`src/verilog/demodPkg.sv`:
```
`default_nettype none

package demodPkg;

    // baseband sample, also the DAC data word
    typedef logic signed [17:0] sample_t;

    // full 18x18 product
    typedef logic signed [35:0] product_t;

    // processor bus
    typedef logic [11:0] regAddr_t;
    typedef logic [31:0] regData_t;
    typedef logic [3:0]  byteWr_t;

    // false-lock controls as written by software
    typedef logic [15:0] alpha_t;
    typedef logic [15:0] threshold_t;

    // DAC channel source code
    typedef logic [3:0] dacSel_t;

    // unlisted codes fall back to the I sample
    typedef enum dacSel_t {
        dacI          = 4'd0,
        dacQ          = 4'd1,
        dacFm         = 4'd2,
        dacAvgFreq    = 4'd3,
        dacAvgAbsFreq = 4'd4
    } dacSource_t;

    // addr[11:4] selects the demod space
    localparam logic [7:0] demodBase = 8'h40;

    // word offsets, addr[3:0]
    localparam logic [3:0] regDacSelect          = 4'd0;
    localparam logic [3:0] regFalseLockAlpha     = 4'd1;
    localparam logic [3:0] regFalseLockThreshold = 4'd2;
    localparam logic [3:0] regControl            = 4'd3;
    localparam logic [3:0] regStatus             = 4'd4;

    // absolute average above this forces the offset flag
    localparam logic [17:0] hardOffsetLimit = 18'h10000;

    // 1.0 in the averaging arithmetic
    localparam logic [17:0] unityFraction = 18'h20000;

endpackage

`default_nettype wire

```
`src/verilog/fmDiscriminator.sv`:
```
`timescale 1ns/1ps
`default_nettype none

module fmDiscriminator (
    input  logic              clk,
    input  logic              rstN,
    input  logic              sampleEn,
    input  demodPkg::sample_t iIn,
    input  demodPkg::sample_t qIn,
    output demodPkg::sample_t fmVideo,
    output logic              fmEn
);
    import demodPkg::*;

    sample_t  iPrev;
    sample_t  qPrev;
    product_t crossIq;
    product_t crossQi;
    product_t crossDiff;

    // cross product of previous and current sample
    assign crossIq   = iPrev * qIn;
    assign crossQi   = qPrev * iIn;
    assign crossDiff = crossIq - crossQi;

    always_ff @(posedge clk or negedge rstN) begin
        if (!rstN) begin
            iPrev   <= '0;
            qPrev   <= '0;
            fmVideo <= '0;
            fmEn    <= 1'b0;
        end else begin
            fmEn <= sampleEn;
            if (sampleEn) begin
                iPrev   <= iIn;
                qPrev   <= qIn;
                // drop the redundant sign bit, keep 18 bits of fraction
                fmVideo <= crossDiff[34:17];
            end
        end
    end

    // one fmEn per sample strobe, and strobes never back to back
    fmEnFollowsSample: assert property (@(posedge clk) disable iff (!rstN)
        sampleEn |=> (fmEn && !sampleEn));

endmodule

`default_nettype wire
```
`config.mk`:
```
export PLATFORM = sky130hd
export DESIGN_NAME = fmDiscriminator
export DESIGN_NICKNAME = d
export VERILOG_FILES = /design/src/verilog/demodPkg.sv /design/src/verilog/fmDiscriminator.sv
export SDC_FILE = /design/constraint.sdc
export NUM_CORES = 2
export LEC_CHECK = 0
export BUFFER_PORTS_ARGS = -buffer_cell sky130_fd_sc_hd__buf_2
export CAP_MARGIN = 20
export CORE_ASPECT_RATIO = 1.1
export CORE_MARGIN = 2
export CORE_UTILIZATION = 60
export DETAILED_ROUTE_END_ITERATION = 12
export HOLD_SLACK_MARGIN = 0.12
export PLACE_DENSITY = 0.82
export SYNTH_ARGS = -nofsm -noshare
export SYNTH_HDL_FRONTEND = slang
export SYNTH_SLANG_ARGS = --single-unit
```
`constraint.sdc`:
```
create_clock -name clk -period 11.1 [get_ports clk]
set_input_delay 3.33 -clock clk [delete_from_list [all_inputs] [get_ports clk]]
set_output_delay 3.33 -clock clk [all_outputs]
set_load 0.03 [all_outputs]
```
After elaboration in Yosys (flattened, before gate mapping)
Index checks and enable logic that the tools add are counted.
{"block": "word_totals", "regBits": 55, "inputBits": 39, "output_inout_bits": 19, "wordCells": 7}
{"block": "op_classes", "addsub": 1, "mul": 2}
{"operator": "$mul 18x18->35", "n": 2}
{"operator": "$sub 35x35->35", "n": 1}

Longest topological paths before layout
{"block": "depth", "depth_word": 2, "depth_mapped": 28, "ltp_nobuf": 26}

Worst setup path after synthesis
OpenSTA, ideal clock, no wires.
{"block": "synth_timing", "path_type": "input -> register", "start": "input port qIn[2]", "end": "register fmVideo[15]", "setup_time_ps": 126, "arrival_ps": 10108, "t_required_ps": 10974, "setup_slack_ps": 866, "path_stages": 26, "path_buffers": 2, "cell_sequence": "clkbuf_1 -> clkbuf_1 -> nand2_1 -> fa_1 -> fa_1 -> inv_1 -> fa_1 -> inv_1 -> fa_1 -> fa_1 -> inv_1 -> fa_1 -> fa_1 -> inv_1 -> fa_1 -> inv_1 -> ha_1 -> o21a_1 -> o211ai_1 -> o21a_1 -> o21ai_2 -> a2111oi_4 -> a21o_2 -> o211ai_2 -> a21o_1 -> a221o_1"}
{"block": "synth_between", "elab_chain_cells": 2}
{"item": "start, declared", "line": "fmDiscriminator.sv:9", "rtl": "input demodPkg::sample_t qIn,"}
{"item": "$mul 18x18->35", "line": "fmDiscriminator.sv:22", "rtl": "assign crossIq = iPrev * qIn;"}
{"item": "$sub 35x35->35", "line": "fmDiscriminator.sv:24", "rtl": "assign crossDiff = crossIq - crossQi;"}
{"item": "end signal, assigned", "line": "fmDiscriminator.sv:38", "rtl": "fmVideo <= crossDiff[34:17];"}
{"item": "end, declared", "line": "fmDiscriminator.sv:10", "rtl": "output demodPkg::sample_t fmVideo,"}
Every way passes these cells.
A chain may end at the register's enable or synchronous reset.

Final worst setup path
Same ends and word-level chain as after synthesis.

==> results.cfg <==
[synthesis]
synthTopCellsByCount = inv_1 (720), fa_1 (713), nand2_1 (321)
synth_area_leaders = fa_1 (55%), inv_1 (10%), ha_1 (8.1%)
syn-num-nets = 3558
ys_types = 45
synth_enable_flop_cells = 0
syn-cell-area_um2 = 25800
ys_seq_elements = 55
yosysWarnings = 0
synth_top_area_share = 0.554
synth_cells = 2640
synthArstFlopShare = 1.00
yosys.area.top_type = fa_1
synth_flop_cell = dfrtp_1
synth_area_per_cell_um2 = 9.76
synth_most_common_cell = inv_1
yosysSeqAreaShare = 0.0534

[worst_setup_path]
worstRegToRegCells = 24
crit_path_max_incr_delay_ns = 0.55
cp_max_fo = 19
r2r_end = fmVideo[15]
critical_path.slowest_cell = fa_1
worstPathArrival_ns = 10.55
worstPathRequired_ns = 11.30
worstSetupEndpointType = flop
worst-setup-path-type = primary input to flop
rr_startpoint = iPrev[15]
rrSetupSlack_ns = 3.15
cp-start-kind = primary input
crit_path_frequent_cell = fa_1

[clock_tree]
clk_pin_slew_ns = 0.08
cts_root_buffer = clkbuf_16
cts.hold.buffers_added = 0
clock_path_buffers = 2
cts_tree = built
cts.sinks = 55
cts_made_buffers = 5
htree_levels = 2
cts_resized = 0
post_cts_buffers = 0
clock_latency_ns = 0.32

[finish]
multi_input_area_um2 = 21200
area_growth_pct = 2.94
antenna_cells = 0
finalNetCount = 3496
regArea_um2 = 1380
fillers = 3313
postLayoutCoreUtil = 0.627
drive_gt1_frac = 0.0481

[run]
cap_violations = 0

[detailed_routing]
ant_nets = 0
drc = 0
drtPass1Iterations = 6
via_per_inst = 5.61
wl_mm = 63.4
drt_iter0_drc = 1315
vias = 17600
routedWlPerCell_um = 20.1

[sta]
worst_slew_pin_slew_ns = 0.957
setup_viol = 0
timing.slew.headroom = 0.362
fin_hold_ws_ns = 0.500
finClkSkew_ns = 0.00979
tns_ns = 0
hold_viol = 0
fmax_mhz = 96.6
fin_crit_sh = 0.932
rsz0062_at_grt = no
fin_crit_ns = 10.35
slew_violations = 0

[place]
gp_congestion = 0.930
place_hpwl_mm = 53.1
portBuffers = 57

[global_routing]
grt_pass1_vias = 20500
grt_max_degree = 56
grt_pass1_wl_mm = 107
grt_usage = 0.307
globalRouteOverflowTotal = 0
antenna_found_initial = 2

[die]
initial_core_util = 0.609
die_w_um = 202
core-area_um2 = 42300
boundaryPins = 58
row_count = 79
dieArea_um2 = 44600
chipHeight_um = 221

[run_status]
status = finished clean

[min_path]
hp-start = fmVideo[6]
hp-class = flop to flop
hold_path_end = fmVideo[6]
hold_depth = 1
-- registers in the layout, indices dropped and copies added, names as in the netlist --
signal   count
fmVideo     18
iPrev       18
qPrev       18
fmEn         1
-- critical path, delay by kind of cell --
kind | cells | cell delay [ns]
adders and majority gates | 9 | 4.41
AOI/OAI and AO/OA | 9 | 2.03
buffers and inverters | 6 | 0.62
and+or+nand+nor | 1 | 0.16
-- worst max path at each step --
stage,startpoint,end,depth (start not counted)
floorplan,qIn[2],fmVideo[15],26
global placement,iIn[1],fmVideo[15],21
detailed placement,qIn[1],fmVideo[15],25
CTS,qIn[1],fmVideo[15],25
global route,iIn[1],fmVideo[15],21
finish,qIn[2],fmVideo[15],25
-- cell families (layout without fill, tap and decap cells) --
logic type / count (synthesis) / in the layout / share of synthesized area
DFF: 55 / 55 / 0.0534
muxes: 39 / 39 / 0.0170
AOI/OAI and AO/OA: 72 / 72 / 0.0205
adders and majority gates: 879 / 879 / 0.635
xor gates and xnor gates: 38 / 38 / 0.0129
buffers and inverters: 858 / 797 / 0.125
and+or+nand+nor: 699 / 699 / 0.136
-- per-layer routing --
layer	part of all wire	global-route usage	routed length, um	up-vias
met3	0.073	0.0392	4600	226
li1	-	-	-	7299
met2	0.52	0.541	33000	829
met4	0.048	0.123	3020	4
met5	0.00041	0	26	-
met1	0.36	0.385	22700	9287
-- cell type report --
class | count | share of cell area
tap | 567 | 0.0268
sequential | 55 | 0.0519
inverter | 720 | 0.102
multi-input combinational | 1727 | 0.798
timing repair buffer | 69 | 0.0142
clock buffer | 5 | 0.00472
clock inverter | 3 | 0.00255
-- layout by cell type, fill, tap and decap left out, types with 2 or more instances in the layout --
cell type	instances
inv_1	720
a21boi_1	2
nand4_1	2
o21ai_0	7
nand3_1	5
a211oi_1	3
o31ai_1	6
and3_1	4
o211ai_2	2
nand2_1	321
o21a_1	7
nor2_1	19
nor2b_1	18
and2_1	308
o2111ai_1	2
buf_2	57
buf_4	12
o211ai_1	3
fa_1	713
xor2_1	7
a21oi_1	19
mux2_2	39
nand2b_1	7
xnor2_1	31
clkbuf_16	5
ha_1	166
a21o_1	8
dfrtp_1	55
bufinv_16	2
a21boi_0	3
nor3_1	10
-- metrics by stage --
step / setup WS (ns) / instances / cell area (um2)
after global routing: 0.346 / 3146 / 26500
final: 0.751 / 3146 / 26500
after CTS: 0.769 / 3146 / 26500
after floorplan: 0.866 / 2640 / 25800
after global placement: 0.582 / 3138 / 26300
after detailed placement: 0.440 / 3138 / 26300
Power is not shown: default switching activity piles up to over one toggle a cycle in this logic, so the estimate is an artifact.
