`src/verilog/demodPkg.sv`:
```
`default_nettype none

package demodPkg;

    // baseband sample, also the DAC data word
    typedef logic signed [17:0] sample_t;

    // full 18x18 product
    typedef logic signed [35:0] product_t;

    // processor bus
    typedef logic [11:0] regAddr_t;
    typedef logic [31:0] regData_t;
    typedef logic [3:0]  byteWr_t;

    // false-lock controls as written by software
    typedef logic [15:0] alpha_t;
    typedef logic [15:0] threshold_t;

    // DAC channel source code
    typedef logic [3:0] dacSel_t;

    // unlisted codes fall back to the I sample
    typedef enum dacSel_t {
        dacI          = 4'd0,
        dacQ          = 4'd1,
        dacFm         = 4'd2,
        dacAvgFreq    = 4'd3,
        dacAvgAbsFreq = 4'd4
    } dacSource_t;

    // addr[11:4] selects the demod space
    localparam logic [7:0] demodBase = 8'h40;

    // word offsets, addr[3:0]
    localparam logic [3:0] regDacSelect          = 4'd0;
    localparam logic [3:0] regFalseLockAlpha     = 4'd1;
    localparam logic [3:0] regFalseLockThreshold = 4'd2;
    localparam logic [3:0] regControl            = 4'd3;
    localparam logic [3:0] regStatus             = 4'd4;

    // absolute average above this forces the offset flag
    localparam logic [17:0] hardOffsetLimit = 18'h10000;

    // 1.0 in the averaging arithmetic
    localparam logic [17:0] unityFraction = 18'h20000;

endpackage

`default_nettype wire

```
`src/verilog/dacOutputMux.sv`:
```
`timescale 1ns/1ps
`default_nettype none

module dacOutputMux #(
    parameter int numDacs = 3
) (
    input  logic              clk,
    input  logic              rstN,
    input  logic              sampleEn,
    input  logic              fmEn,
    input  logic              iqSwap,
    input  demodPkg::sample_t iIn,
    input  demodPkg::sample_t qIn,
    input  demodPkg::sample_t fmVideo,
    input  demodPkg::sample_t averageFreq,
    input  demodPkg::sample_t averageAbsFreq,
    input  demodPkg::dacSel_t dacSelect [numDacs],
    output demodPkg::sample_t dacData [numDacs],
    output logic              dacSync [numDacs]
);
    import demodPkg::*;

    sample_t iSwap;
    sample_t qSwap;
    // high the cycle the swapped pair is new
    logic    swapValid;

    always_ff @(posedge clk or negedge rstN) begin
        if (!rstN) begin
            iSwap     <= '0;
            qSwap     <= '0;
            swapValid <= 1'b0;
        end else begin
            swapValid <= sampleEn;
            if (sampleEn) begin
                if (iqSwap) begin
                    iSwap <= qIn;
                    qSwap <= iIn;
                end else begin
                    iSwap <= iIn;
                    qSwap <= qIn;
                end
            end
        end
    end

    for (genvar k = 0; k < numDacs; k++) begin : gDac
        always_ff @(posedge clk or negedge rstN) begin
            if (!rstN) begin
                dacData[k] <= '0;
                dacSync[k] <= 1'b0;
            end else begin
                case (dacSource_t'(dacSelect[k]))
                    dacQ: begin
                        dacData[k] <= qSwap;
                        dacSync[k] <= swapValid;
                    end
                    dacFm: begin
                        dacData[k] <= fmVideo;
                        dacSync[k] <= fmEn;
                    end
                    dacAvgFreq: begin
                        dacData[k] <= averageFreq;
                        dacSync[k] <= fmEn;
                    end
                    dacAvgAbsFreq: begin
                        dacData[k] <= averageAbsFreq;
                        dacSync[k] <= fmEn;
                    end
                    default: begin
                        dacData[k] <= iSwap;
                        dacSync[k] <= swapValid;
                    end
                endcase
            end
        end

        // every sync pulse comes from a source strobe
        syncHasStrobe: assert property (@(posedge clk) disable iff (!rstN)
            $rose(dacSync[k]) |-> $past(swapValid || fmEn));
    end

endmodule

`default_nettype wire

```
`config.mk`:
```
export PLATFORM = sky130hd
export DESIGN_NAME = dacOutputMux
export DESIGN_NICKNAME = d
export VERILOG_FILES = /design/src/verilog/demodPkg.sv /design/src/verilog/dacOutputMux.sv
export SDC_FILE = /design/constraint.sdc
export NUM_CORES = 1
export LEC_CHECK = 0
export BUFFER_PORTS_ARGS = -buffer_cell sky130_fd_sc_hd__buf_2
export CAP_MARGIN = 20
export CORE_ASPECT_RATIO = 1.4
export CORE_UTILIZATION = 40
export CTS_CLUSTER_DIAMETER = 30
export DETAILED_ROUTE_END_ITERATION = 16
export SLEW_MARGIN = 0
export SYNTH_ARGS = -nofsm -noshare
export SYNTH_HDL_FRONTEND = slang
export SYNTH_SLANG_ARGS = --single-unit
export TNS_END_PERCENT = 20
```
`constraint.sdc`:
```
create_clock -name clk -period 1.3 [get_ports clk]
set_input_delay 0 -clock clk [delete_from_list [all_inputs] [get_ports clk]]
set_output_delay 0 -clock clk [all_outputs]
set_load 0.02 [all_outputs]
```
# ---- Yosys cells after proc, flatten, opt, wreduce, memory -nomap -nowiden
# Index checks and enable logic that the tools add are counted.
dict set report classes {
  add_sub_neg 0
  mul 0
  n_div 0
  order_cmp 0
  n_eq_ne 12
  n_shift 0
  n_mux 8
  bitwise_logic 0
  n_reduce_logical 3
}
# operator count
set ops {}
lappend ops {{$pmux W18 S4} 3}
lappend ops {{$mux W18} 2}
lappend ops {{$eq A4 B2 Y1 const B} 6}
lappend ops {{$eq A4 B1 Y1 const B} 3}
lappend ops {{$eq A4 B3 Y1 const B} 3}
lappend ops {{$reduce_or A3 Y1} 3}
lappend ops {{$mux W1} 3}
dict set report totals {
  reg_bits 94
  latchBits 0
  mem_bits_rw 0
  mem_bits_ro 0
  n_memories 0
}

# ---- Depth between registers and ports, before layout
dict set report depth {
  word_depth 3
  mapped_depth 7
  depth_no_buf 4
}

# ---- Worst setup path after synthesis
# No wires, ideal clock.
dict set report synth_path {
  path_kind {input to register}
  start {input port dacSelect[0] (netlist name)}
  end {register dacData[10] (netlist name)}
  setup_ns 0.127
  arrival_ns 1.088
  t_required_ns 1.173
  slack_ns 0.085
  cell_stages 6
  path_buffers 3
  path_cell_list {buf_6 -> or3b_1 -> buf_6 -> clkbuf_1 -> o221ai_1 -> a21oi_2}
}
dict set report synth_via {
  elab_chain_cells 2
}
# element line
set synth_rtl {}
lappend synth_rtl {{start, declared} dacOutputMux.sv:17} ;# input demodPkg::dacSel_t dacSelect [numDacs],
lappend synth_rtl {{$eq A4 B3 Y1 (tied with other cells)} dacOutputMux.sv:53} ;# case (dacSource_t'(dacSelect[k]))
lappend synth_rtl {{$pmux W18 S4 (*)} dacOutputMux.sv:53}
lappend synth_rtl {{end signal, assigned by index} dacOutputMux.sv:55} ;# dacData[k] <= qSwap;
lappend synth_rtl {{end signal, assigned by index} dacOutputMux.sv:59} ;# dacData[k] <= fmVideo;
lappend synth_rtl {{end signal, assigned by index} dacOutputMux.sv:63} ;# dacData[k] <= averageFreq;
lappend synth_rtl {{end, declared} dacOutputMux.sv:18} ;# output demodPkg::sample_t dacData [numDacs],
# Mark *: on every way between the ends. The rest lies on a longest branch, timed or not.
# A chain may end at the register's enable or synchronous reset.

# ---- Worst setup path after layout
dict set report layout_path {
  start {input port iIn[3]}
  end {register qSwap[3]}
}
dict set report layout_via {
  elab_chain_cells 1
}
# element line
set layout_rtl {}
lappend layout_rtl {{start, declared} dacOutputMux.sv:12} ;# input demodPkg::sample_t iIn,
lappend layout_rtl {{$mux W18} dacOutputMux.sv:36} ;# if (iqSwap) begin
lappend layout_rtl {{end signal, assigned} dacOutputMux.sv:38} ;# qSwap <= iIn;
lappend layout_rtl {{end signal, assigned} dacOutputMux.sv:41} ;# qSwap <= qIn;
lappend layout_rtl {{end, declared} dacOutputMux.sv:24} ;# sample_t qSwap;
# No other way between the ends.

==> impl_metrics.ini <==
[clock_tree]
htreeDepth = 3
cts_tree = built
cts.clk_slew.worst_paths_ns = 0.07
root_buffer = clkbuf_16
clock_sink_count = 94
clk_path_buf_depth = 2
numCtsBuffers = 9
insertion_delay_ns = 0.35
ctsResizeCount = 0

[routing]
routed_wl_mm = 21.2
viasPerCell = 5.67
first_pass_iters = 5
final_antenna_net_count = 0
drc = 0
vias = 5876
drtIter0Drc = 628
wire_per_inst_microns = 20.4

[sta]
setup_violations = 0
min_period_ns = 1.22
fin_setup_tns_ns = 0
fin_skew_ns = 0.0101
fin_ws_ns = 0.0807
max_freq_ghz = 0.820
max-slew-margin-rel = 0.754
fin_crit_sh = 0.938
worst_hold_slack_ns = -0.0119
hold_viol_final = 1
worstMarginPinSlew_ns = 0.368
rsz0062_at_grt = no
maxSlewViolCount = 0

[placement]
port_buffers = 163
preCtsSetupSlack_ns = 0.0216
gp_congestion = 0.946
dp_hpwl_mm = 14.7

[synthesis]
synthCells = 638
netlist_area_sq_um = 5440
syn_avg_cell_area_sq_um = 8.52
ys_ff_latch = 94
synth.net_count = 745
ys_types = 33
yosys_warnings = 0
ys_seq_area_frac = 0.433

[power_and_ir_drop]
p_per_area_nw_per_um2 = 1120
p_leak_nw = 3.45
vdd_drop_max_mv = 0.815

[global_route]
overflow = 0
grt.total_usage = 0.305
grt_pass1_vias = 5741
antenna_found_initial = 0
grt_max_degree = 74
grt_pass1_wl_mm = 32.2

[layout]
drive_gt1_frac = 0.281
layout_common_cells = 162 x buf_2, 135 x a21oi_1, 94 x dfrtp_1
diodes = 0
layout_commonest_cell = buf_2
num-fill-cells = 1271
nets = 957
area_growth_pct = 37.1

[die]
initial_utilization = 0.408
core_sq_um = 13300
die_area_sq_um = 14100
rows = 50
fp.dieH_microns = 140
io_pins = 164
die_w_microns = 101

[worst_hold_path]
hp-class = in2reg

[run]
cap_viol_max_count = 0

[setup_path]
cp-end-kind = flip-flop
path_max_fanout = 2
cp_data_arrival_time_ns = 1.44
required_ns = 1.52
start_kind = input pin
path_class = in2reg

[run_status]
status = finished with violations
violations = hold timing
power by group:
group	total [mW]	internal (mW)	switching [mW]	leakage (nW)
sequential	3.48	3.27	0.208	1.06
clock	2.51	1.30	1.21	0.132
combinational	2.37	0.982	1.39	2.26
timing repair:
action / CTS / global route
setup buffers: 0 / 0
hold buffers: 56 / 0
hold endpoints to repair: 132 / 0
endpoints found under the setup margin: 0 / 0
Yosys cell counts, drive strengths merged:
| library cell | instances | area (sq um) |
|---|---|---|
| a22oi | 2 | 15.0 |
| a21oi | 147 | 788 |
| and2 | 1 | 6.26 |
| dfrtp | 94 | 2350 |
| o32a | 2 | 20.0 |
| inv | 36 | 135 |
| nor3b | 1 | 12.5 |
| or2 | 2 | 12.5 |
| o221ai | 16 | 140 |
| mux2i | 37 | 370 |
| nor2b | 7 | 43.8 |
| nand2b | 1 | 6.26 |
| o21bai | 1 | 7.51 |
| or3b | 1 | 8.76 |
| a2bb2oi | 35 | 307 |
| nand3b | 1 | 7.51 |
| mux2 | 5 | 56.3 |
| buf | 21 | 120 |
| nor2 | 62 | 235 |
| o21ai | 53 | 265 |
| o22ai | 35 | 219 |
| nand2 | 39 | 149 |
| nor4b | 1 | 8.76 |
| o31ai | 1 | 7.51 |
| a221oi | 1 | 8.76 |
| clkbuf | 36 | 135 |
layout make-up:
class	count	area, sq um	share of cell area
Tap cell	182	228	0.0305
Timing Repair Buffer	258	1770	0.238
Inverter	36	135	0.0181
Sequential cell	94	2350	0.316
Clock buffer	9	225	0.0302
Multi-Input combinational cell	451	2700	0.362
Clock inverter	7	47.5	0.00638
metal layers:
| metal | GRT usage | part of all wire | up-vias |
|---|---|---|---|
| met5 | 0 | 0 | - |
| met4 | 0.112 | 0.030 | 0 |
| met3 | 0.0524 | 0.085 | 54 |
| met2 | 0.481 | 0.47 | 334 |
| met1 | 0.419 | 0.41 | 2770 |
| li1 | - | - | 2718 |
worst paths after layout:
path | from | endpoint | slack [ns] | cells past startpoint
max | iIn[3] | qSwap[3] | 0.08 | 5
min | iIn[4] | qSwap[4] | -0.01 | 3
max reg2reg | qSwap[4] | dacData[22] | 0.12 | 4
min reg2reg | qSwap[13] | qSwap[13] | 0.53 | 2
max in group asynchronous | rstN | qSwap[2] | 0.66 | 3
min in group asynchronous | rstN | dacData[44] | 0.11 | 2
through the flow:
stage          instance area [sq um]  hold slack (ns)   util  cells  total power, mW
2_1_floorplan                   5440           -0.296      -    638             4.74
3_3_place_gp                    6620          -0.0645  0.497    965             5.70
3_5_place_dp                    6620          -0.0573  0.497    965             5.73
4_1_cts                         7450         0.000730  0.559   1037             8.40
5_1_grt                         7450          0.00574  0.559   1037             8.74
6_report                        7450          -0.0119  0.559   1037             8.36
worst max-delay path: stages:
cell and delay, ns:
dlygate4sd3_1 0.55, buf_2 0.14, mux2i_1 0.13, dlygate4sd3_1 0.57, a21oi_1 0.06
flip-flops by register name (all words and copies together) (netlist names):
register	count
dacData	54
dacSync	3
iSwap	18
qSwap	18
swapValid	1
cell families after synthesis:
family	synth area share
multiplexers	0.0785
buffers and inverters	0.0718
AO/OA/AOI/OAI	0.327
flip-flops	0.433
AND/OR/NAND/NOR	0.0902
(Power assumes the default switching activity.)
