$ cat config.mk
export PLATFORM = sky130hd
export DESIGN_NAME = falseLockDetector
export DESIGN_NICKNAME = d
export VERILOG_FILES = /design/src/verilog/demodPkg.sv /design/src/verilog/falseLockDetector.sv
export SDC_FILE = /design/constraint.sdc
export NUM_CORES = 2
export LEC_CHECK = 0
export ABC_CLOCK_PERIOD_IN_PS = 8200
export BUFFER_PORTS_ARGS = -buffer_cell sky130_fd_sc_hd__buf_4
export CAP_MARGIN = 10
export CORE_MARGIN = 3
export CORE_UTILIZATION = 50
export CTS_CLUSTER_DIAMETER = 30
export CTS_CLUSTER_SIZE = 30
export DETAILED_ROUTE_END_ITERATION = 16
export GPL_TIMING_DRIVEN = 1
export PLACE_DENSITY = 0.66
export SLEW_MARGIN = 10
export SYNTH_ARGS = -nofsm -noshare
export SYNTH_HDL_FRONTEND = slang
export SYNTH_SLANG_ARGS = --single-unit
$ cat constraint.sdc
create_clock -name clk -period 8.2 [get_ports clk]
set_clock_uncertainty 0.15 [all_clocks]
set_input_delay 1.64 -clock clk [delete_from_list [all_inputs] [get_ports clk]]
set_output_delay 1.64 -clock clk [all_outputs]
set_load 0.02 [all_outputs]
$ cat src/verilog/demodPkg.sv
`default_nettype none

package demodPkg;

    // baseband sample, also the DAC data word
    typedef logic signed [17:0] sample_t;

    // full 18x18 product
    typedef logic signed [35:0] product_t;

    // processor bus
    typedef logic [11:0] regAddr_t;
    typedef logic [31:0] regData_t;
    typedef logic [3:0]  byteWr_t;

    // false-lock controls as written by software
    typedef logic [15:0] alpha_t;
    typedef logic [15:0] threshold_t;

    // DAC channel source code
    typedef logic [3:0] dacSel_t;

    // unlisted codes fall back to the I sample
    typedef enum dacSel_t {
        dacI          = 4'd0,
        dacQ          = 4'd1,
        dacFm         = 4'd2,
        dacAvgFreq    = 4'd3,
        dacAvgAbsFreq = 4'd4
    } dacSource_t;

    // addr[11:4] selects the demod space
    localparam logic [7:0] demodBase = 8'h40;

    // word offsets, addr[3:0]
    localparam logic [3:0] regDacSelect          = 4'd0;
    localparam logic [3:0] regFalseLockAlpha     = 4'd1;
    localparam logic [3:0] regFalseLockThreshold = 4'd2;
    localparam logic [3:0] regControl            = 4'd3;
    localparam logic [3:0] regStatus             = 4'd4;

    // absolute average above this forces the offset flag
    localparam logic [17:0] hardOffsetLimit = 18'h10000;

    // 1.0 in the averaging arithmetic
    localparam logic [17:0] unityFraction = 18'h20000;

endpackage

`default_nettype wire

$ cat src/verilog/falseLockDetector.sv
`timescale 1ns/1ps
`default_nettype none

module falseLockDetector (
    input  logic                 clk,
    input  logic                 rstN,
    input  logic                 fmEn,
    input  logic                 carrierLock,
    input  demodPkg::sample_t    fmVideo,
    input  demodPkg::alpha_t     falseLockAlpha,
    input  demodPkg::threshold_t falseLockThreshold,
    output demodPkg::sample_t    averageFreq,
    output demodPkg::sample_t    averageAbsFreq,
    output logic                 highFreqOffset
);
    import demodPkg::*;

    // coefficients carry one extra bit so that 1.0 stays positive
    logic signed [18:0] alphaFrac;
    logic signed [18:0] oneMinusAlpha;
    logic signed [18:0] absFreqIn;
    logic signed [18:0] absAvgIn;
    product_t           freqNew;
    product_t           freqOld;
    product_t           freqSum;
    product_t           absNew;
    product_t           absOld;
    product_t           absSum;
    logic [17:0]        avgFreqMagnitude;

    assign alphaFrac     = $signed({1'b0, falseLockAlpha, 2'b00});
    assign oneMinusAlpha = $signed({1'b0, unityFraction}) - alphaFrac;

    // magnitudes are unsigned so -1.0 maps to +1.0
    assign absFreqIn = $signed({1'b0, fmVideo[17] ? -fmVideo : fmVideo});
    assign absAvgIn  = $signed({1'b0, averageAbsFreq});

    // signed frequency average
    assign freqNew = fmVideo * alphaFrac;
    assign freqOld = averageFreq * oneMinusAlpha;
    assign freqSum = freqNew + freqOld;

    // absolute frequency average
    assign absNew = absFreqIn * alphaFrac;
    assign absOld = absAvgIn * oneMinusAlpha;
    assign absSum = absNew + absOld;

    assign avgFreqMagnitude = averageFreq[17] ? -averageFreq : averageFreq;

    always_ff @(posedge clk or negedge rstN) begin
        if (!rstN) begin
            averageFreq    <= '0;
            averageAbsFreq <= '0;
            highFreqOffset <= 1'b0;
        end else if (fmEn) begin
            averageFreq    <= freqSum[34:17];
            averageAbsFreq <= absSum[34:17];
            // decided from the averages before this update
            if ($unsigned(averageAbsFreq) > hardOffsetLimit) begin
                highFreqOffset <= 1'b1;
            end else if (avgFreqMagnitude > {2'b00, falseLockThreshold}) begin
                // a large mean offset only matters while the loop is out of lock
                highFreqOffset <= !carrierLock;
            end else begin
                highFreqOffset <= 1'b0;
            end
        end
    end

    // flag moves only on a frequency update
    flagOnlyAfterFmEn: assert property (@(posedge clk) disable iff (!rstN)
        !$stable(highFreqOffset) |-> $past(fmEn));

endmodule

`default_nettype wire

* Word-level counts from Yosys, hierarchy flattened
Index checks and enable logic that the tools add are counted. Widths: inputs -> output; s select.
Word-level totals: bits of input ports 54, output and inout bits 37, bits in registers 37
Cells by class: mux-type cells 4, reduce and logical (&&, ||, !) cells 1, $mul 4, $lt $le $gt $ge 2, add/sub/neg operators 5
Operators with widths (count):
- $add 35x35->35 | 2
- $mux 18 | 2
- $neg 18->18 | 2
- $mul 18x19->35 | 1
- $mul 19x19->35 | 1
- $mul 18x16->33 | 1
- $mul 18x17->33 | 1
- $sub 18x18->19 const A | 1
- $gt 18x16->1 | 1
- $gt 18x17->1 const B | 1
- $mux 1 | 2
- $logic_not 1->1 | 1

* Depth between registers and ports, before layout
depth in word-level cells 5, gate-level depth with buffers 48, mapped depth without buffers 47

* Worst setup path after synthesis
No wires, ideal clock.
path kind input to register, from input port fmVideo[7], to register averageAbsFreq[17], required time 7.915 ns, buffers on the path 2, arrival 13.120 ns, setup slack -5.205 ns, stages 43, cells stage by stage buf_2 -> or4_4 -> or3_1 -> or4_4 -> nand2_1 -> xnor2_1 -> clkbuf_1 -> nand2_1 -> fa_1 -> fa_1 -> fa_1 -> inv_1 -> fa_1 -> fa_1 -> inv_1 -> fa_1 -> inv_1 -> ha_1 -> [7 not listed] -> inv_1 -> fa_1 -> fa_1 -> inv_1 -> fa_1 -> fa_1 -> ha_1 -> and3_1 -> o2111a_1 -> and3_1 -> nor2_1 -> a21oi_1 -> a2111oi_0 -> o41ai_1 -> a21oi_1 -> xnor2_1 -> mux2i_1 -> a21oi_1
On the way: longest elaborated chain between the ends 4
Ends and longest elaborated chain:
- start: declaration | RTL line falseLockDetector.sv:9 | input demodPkg::sample_t fmVideo,
- $neg 18->18 | RTL line falseLockDetector.sv:35 | assign absFreqIn = $signed({1'b0, fmVideo[17] ? -fmVideo : fmVideo});
- $mux 18 * | RTL line falseLockDetector.sv:35
- $mul 18x16->33 * | RTL line falseLockDetector.sv:44 | assign absNew = absFreqIn * alphaFrac;
- $add 35x35->35 * | RTL line falseLockDetector.sv:46 | assign absSum = absNew + absOld;
- end signal: assignment | RTL line falseLockDetector.sv:57 | averageAbsFreq <= absSum[34:17];
- end: declaration | RTL line falseLockDetector.sv:13 | output demodPkg::sample_t averageAbsFreq,
Every way passes the cells marked *; elsewhere a longest branch is shown, timed or not. A chain may end at the register's enable or synchronous reset.

* Worst setup path after layout
from input port fmVideo[5], to register averageAbsFreq[17]
The elaborated chain is that of the path after synthesis.

==> summary.md <==
| Metric | Value |
|---|---|
| Status | `finished with violations` |
| Failing checks | `negative setup slack` |
| Layout cell share with drive strength beyond 1 | `16.9%` |
| Worst setup path startpoint | `fmVideo[5]` |
| Worst-path maximum fanout | `3` |
| Gate Count Post-Synth | `4877` |
| Setup repair after global routing missed its margin | `true` |
| Post-synth EDFFs | `0` |
| ANT nets after route | `0` |
| First-pass GRT wire length | `200 mm` |
| Mapped Area | `0.0442 mm^2` |
| Critical path type | `primary input to flip-flop` |
| Reg-to-reg endpoint | `averageFreq[16]` |
| R2r startpoint | `averageFreq[1]` |
| DRT Wirelength | `121 mm` |
| CTS tree | `built` |
| Slew at the pin with the worst max-slew slack | `0.961 ns` |
| PortBufs | `90` |
| Die W | `303 um` |
| Synth cell count leaders | `inv_1, fa_1, nand2_1` |
| Sequential area share after synthesis | `2.10%` |
| Core area | `0.0872 mm^2` |
| Crit. End Element | `flip-flop` |
| Drt wl/cell | `18.6 um` |
| DRC Markers | `0` |
| Slew Limit Fails | `0` |
| Seq cells post-synth | `37` |
| Yosys warnings | `0` |
| Hold WC Path Type | `flip-flop to flip-flop` |
| Final Cell Area | `0.0516 mm^2` |
| Final Hold Viols | `0` |
| Top-count cell post-synth | `inv_1` |
| Final #Nets | `6955` |
| Slowest cell delay on critical path | `0.53 ns` |
| Root Driver | `clkbuf_16` |
| H-tree Lvls | `2` |
| Die Ht | `303 um` |
| Hold-fix buffers, CTS | `0` |
| Vias post-DR | `33600` |
| Placed cell areas | `0.0504 mm^2` |
| Remaining global-route overflow | `0` |
| CTS Buf Count | `5` |
| Fill count | `7596` |
| CP required | `8.22 ns` |
| DRT iter0 DRCs | `1968` |
| Crit share post-route | `153%` |
| Mapped Nets | `6472` |
| Clk Latency, worst-skew pair | `0.32 ns` |
| Pin count of the biggest net entering global routing | `45` |
| Clock transition at the registers of the reported paths | `0.08 ns` |
| Dpl hpwl | `105 mm` |
| Post-synthesis cell type count | `64` |
| Starting Density | `50.7%` |
| Worst endpoint data arrival time | `12.53 ns` |
| Vias in the first global route | `37200` |
| Top-area cell type share of the netlist area | `49.9%` |
| TritonCTS Sinks | `37` |
| HP Start | `highFreqOffset` |
| Total GRT Usage | `28.0%` |
| Area Growth Syn to Fin | `16.7%` |
| Initial antenna violation count | `2` |
| Yosys top cell by area | `fa_1` |
| Minimum clock period | `12.51 ns` |
| Maximum clock path buffer count | `2` |
| Finished Core Util | `59.2%` |
| Achievable frequency | `79.9 MHz` |
| Main flop type after synthesis | `dfrtp_1` |
| Most frequent CP cell | `fa_1` |
| GPL Wtd Cong | `0.953` |
| Max-cap violations | `0` |
| Final setup margin | `-4.31 ns` |
| Syn_area_per_cell | `9.06 um^2` |
| WHS Path Cells | `2` |
| Post-synth ARST share | `100%` |
| Reg2Reg Depth | `23` |
| Pre-antenna DRT Iters | `5` |
| Crit-path slowest cell | `or4_4` |
| Die area | `0.0920 mm^2` |
| Hold endpoint | `highFreqOffset` |
| Top cells by area, synth | `fa_1, ha_1, inv_1` |
| # IOs | `91` |
| Post-DR vias/cell | `5.16` |
| Slew HR | `36.0%` |
| Startpoint types | `primary input` |
| Site Rows | `108` |
| Worst reg-to-reg setup slack | `0.63 ns` |
| Final setup violation count | `36` |
[metrics by stage]
step / cells / setup TNS (ns) / hold slack [ns] / setup WS (ns)
2_1_floorplan: 4877 / -113.45 / 0.474 / -4.34
6_report: 6517 / -122.55 / 0.407 / -4.31
3_5_place_dp: 6474 / -141.94 / 0.401 / -4.95
3_3_place_gp: 6474 / -138.03 / 0.387 / -4.71
5_1_grt: 6517 / -135.40 / 0.439 / -4.74
4_1_cts: 6500 / -122.35 / 0.412 / -4.29
[timing repair]
action,4_1_cts,5_1_grt
endpoints found under the setup margin,36,36
pin swaps,47,36
setup buffers,19,18
gates resized for setup,79,84
[flip-flops by register name (all words and copies together) (netlist names)]
signal,flops
averageAbsFreq,18
averageFreq,18
highFreqOffset,1
[per-layer routing]
metal	vias to the layer above	GRT usage, %	wire length, um
li1	15100	-	-
met1	17300	36.9	49600
met2	961	49.2	60100
met3	189	3.20	7050
met4	0	7.80	4160
met5	-	0	0
[cell families after synthesis]
kind of cell               after synthesis  share of synthesized area (%)
buffers and inverters                 1455                           12.4
and+or+nand+nor                       1386                           15.2
AOI/OAI and AO/OA                      249                           3.63
adders and majority gates             1541                           62.3
muxes                                   32                          0.801
xor gates and xnor gates               177                           3.52
DFF                                     37                           2.10
[how the worst max path moves through the flow]
| stage | to | cells after the start |
|---|---|---|
| final | averageAbsFreq[17] | 42 |
| after detailed placement | averageAbsFreq[17] | 44 |
| after floorplan | averageAbsFreq[17] | 43 |
| after global placement | averageAbsFreq[17] | 44 |
| after global routing | averageAbsFreq[17] | 44 |
| after CTS | averageAbsFreq[17] | 42 |
[placed cells by master, fill, tap and decap left out, types with 26 or more instances in the layout]
cell and instances:
ha_1 420, buf_4 675, a21o_1 35, xnor2_1 111, fa_1 1098, nor2b_1 26, a21oi_1 48, dfrtp_1 37
nand2b_1 38, inv_1 1210, nor2_1 76, o21ai_0 35, and2_1 442, xor2_1 34, nand2_1 688
[area by class of cell]
cell class | count | area [um^2] | area share, %
clock inverter | 3 | 65.1 | 0.126
inverter | 1216 | 4570 | 8.85
tap | 1155 | 1450 | 2.80
antenna | 1 | 2.50 | 0.00485
clock buffer | 5 | 125 | 0.243
sequential | 37 | 926 | 1.79
multi-input combinational | 3385 | 38800 | 75.2
timing repair buffer | 715 | 5650 | 10.9
[critical path: cells and delay by family]
family	cells	cell delay, ns
AOI/OAI and AO/OA	9	1.61
xor gates and xnor gates	3	0.48
adders and majority gates	13	5.80
buffers and inverters	6	0.33
muxes	1	0.22
and+or+nand+nor	10	2.43
Power is not shown: default switching activity piles up to over one toggle a cycle in this logic, so the estimate is an artifact.
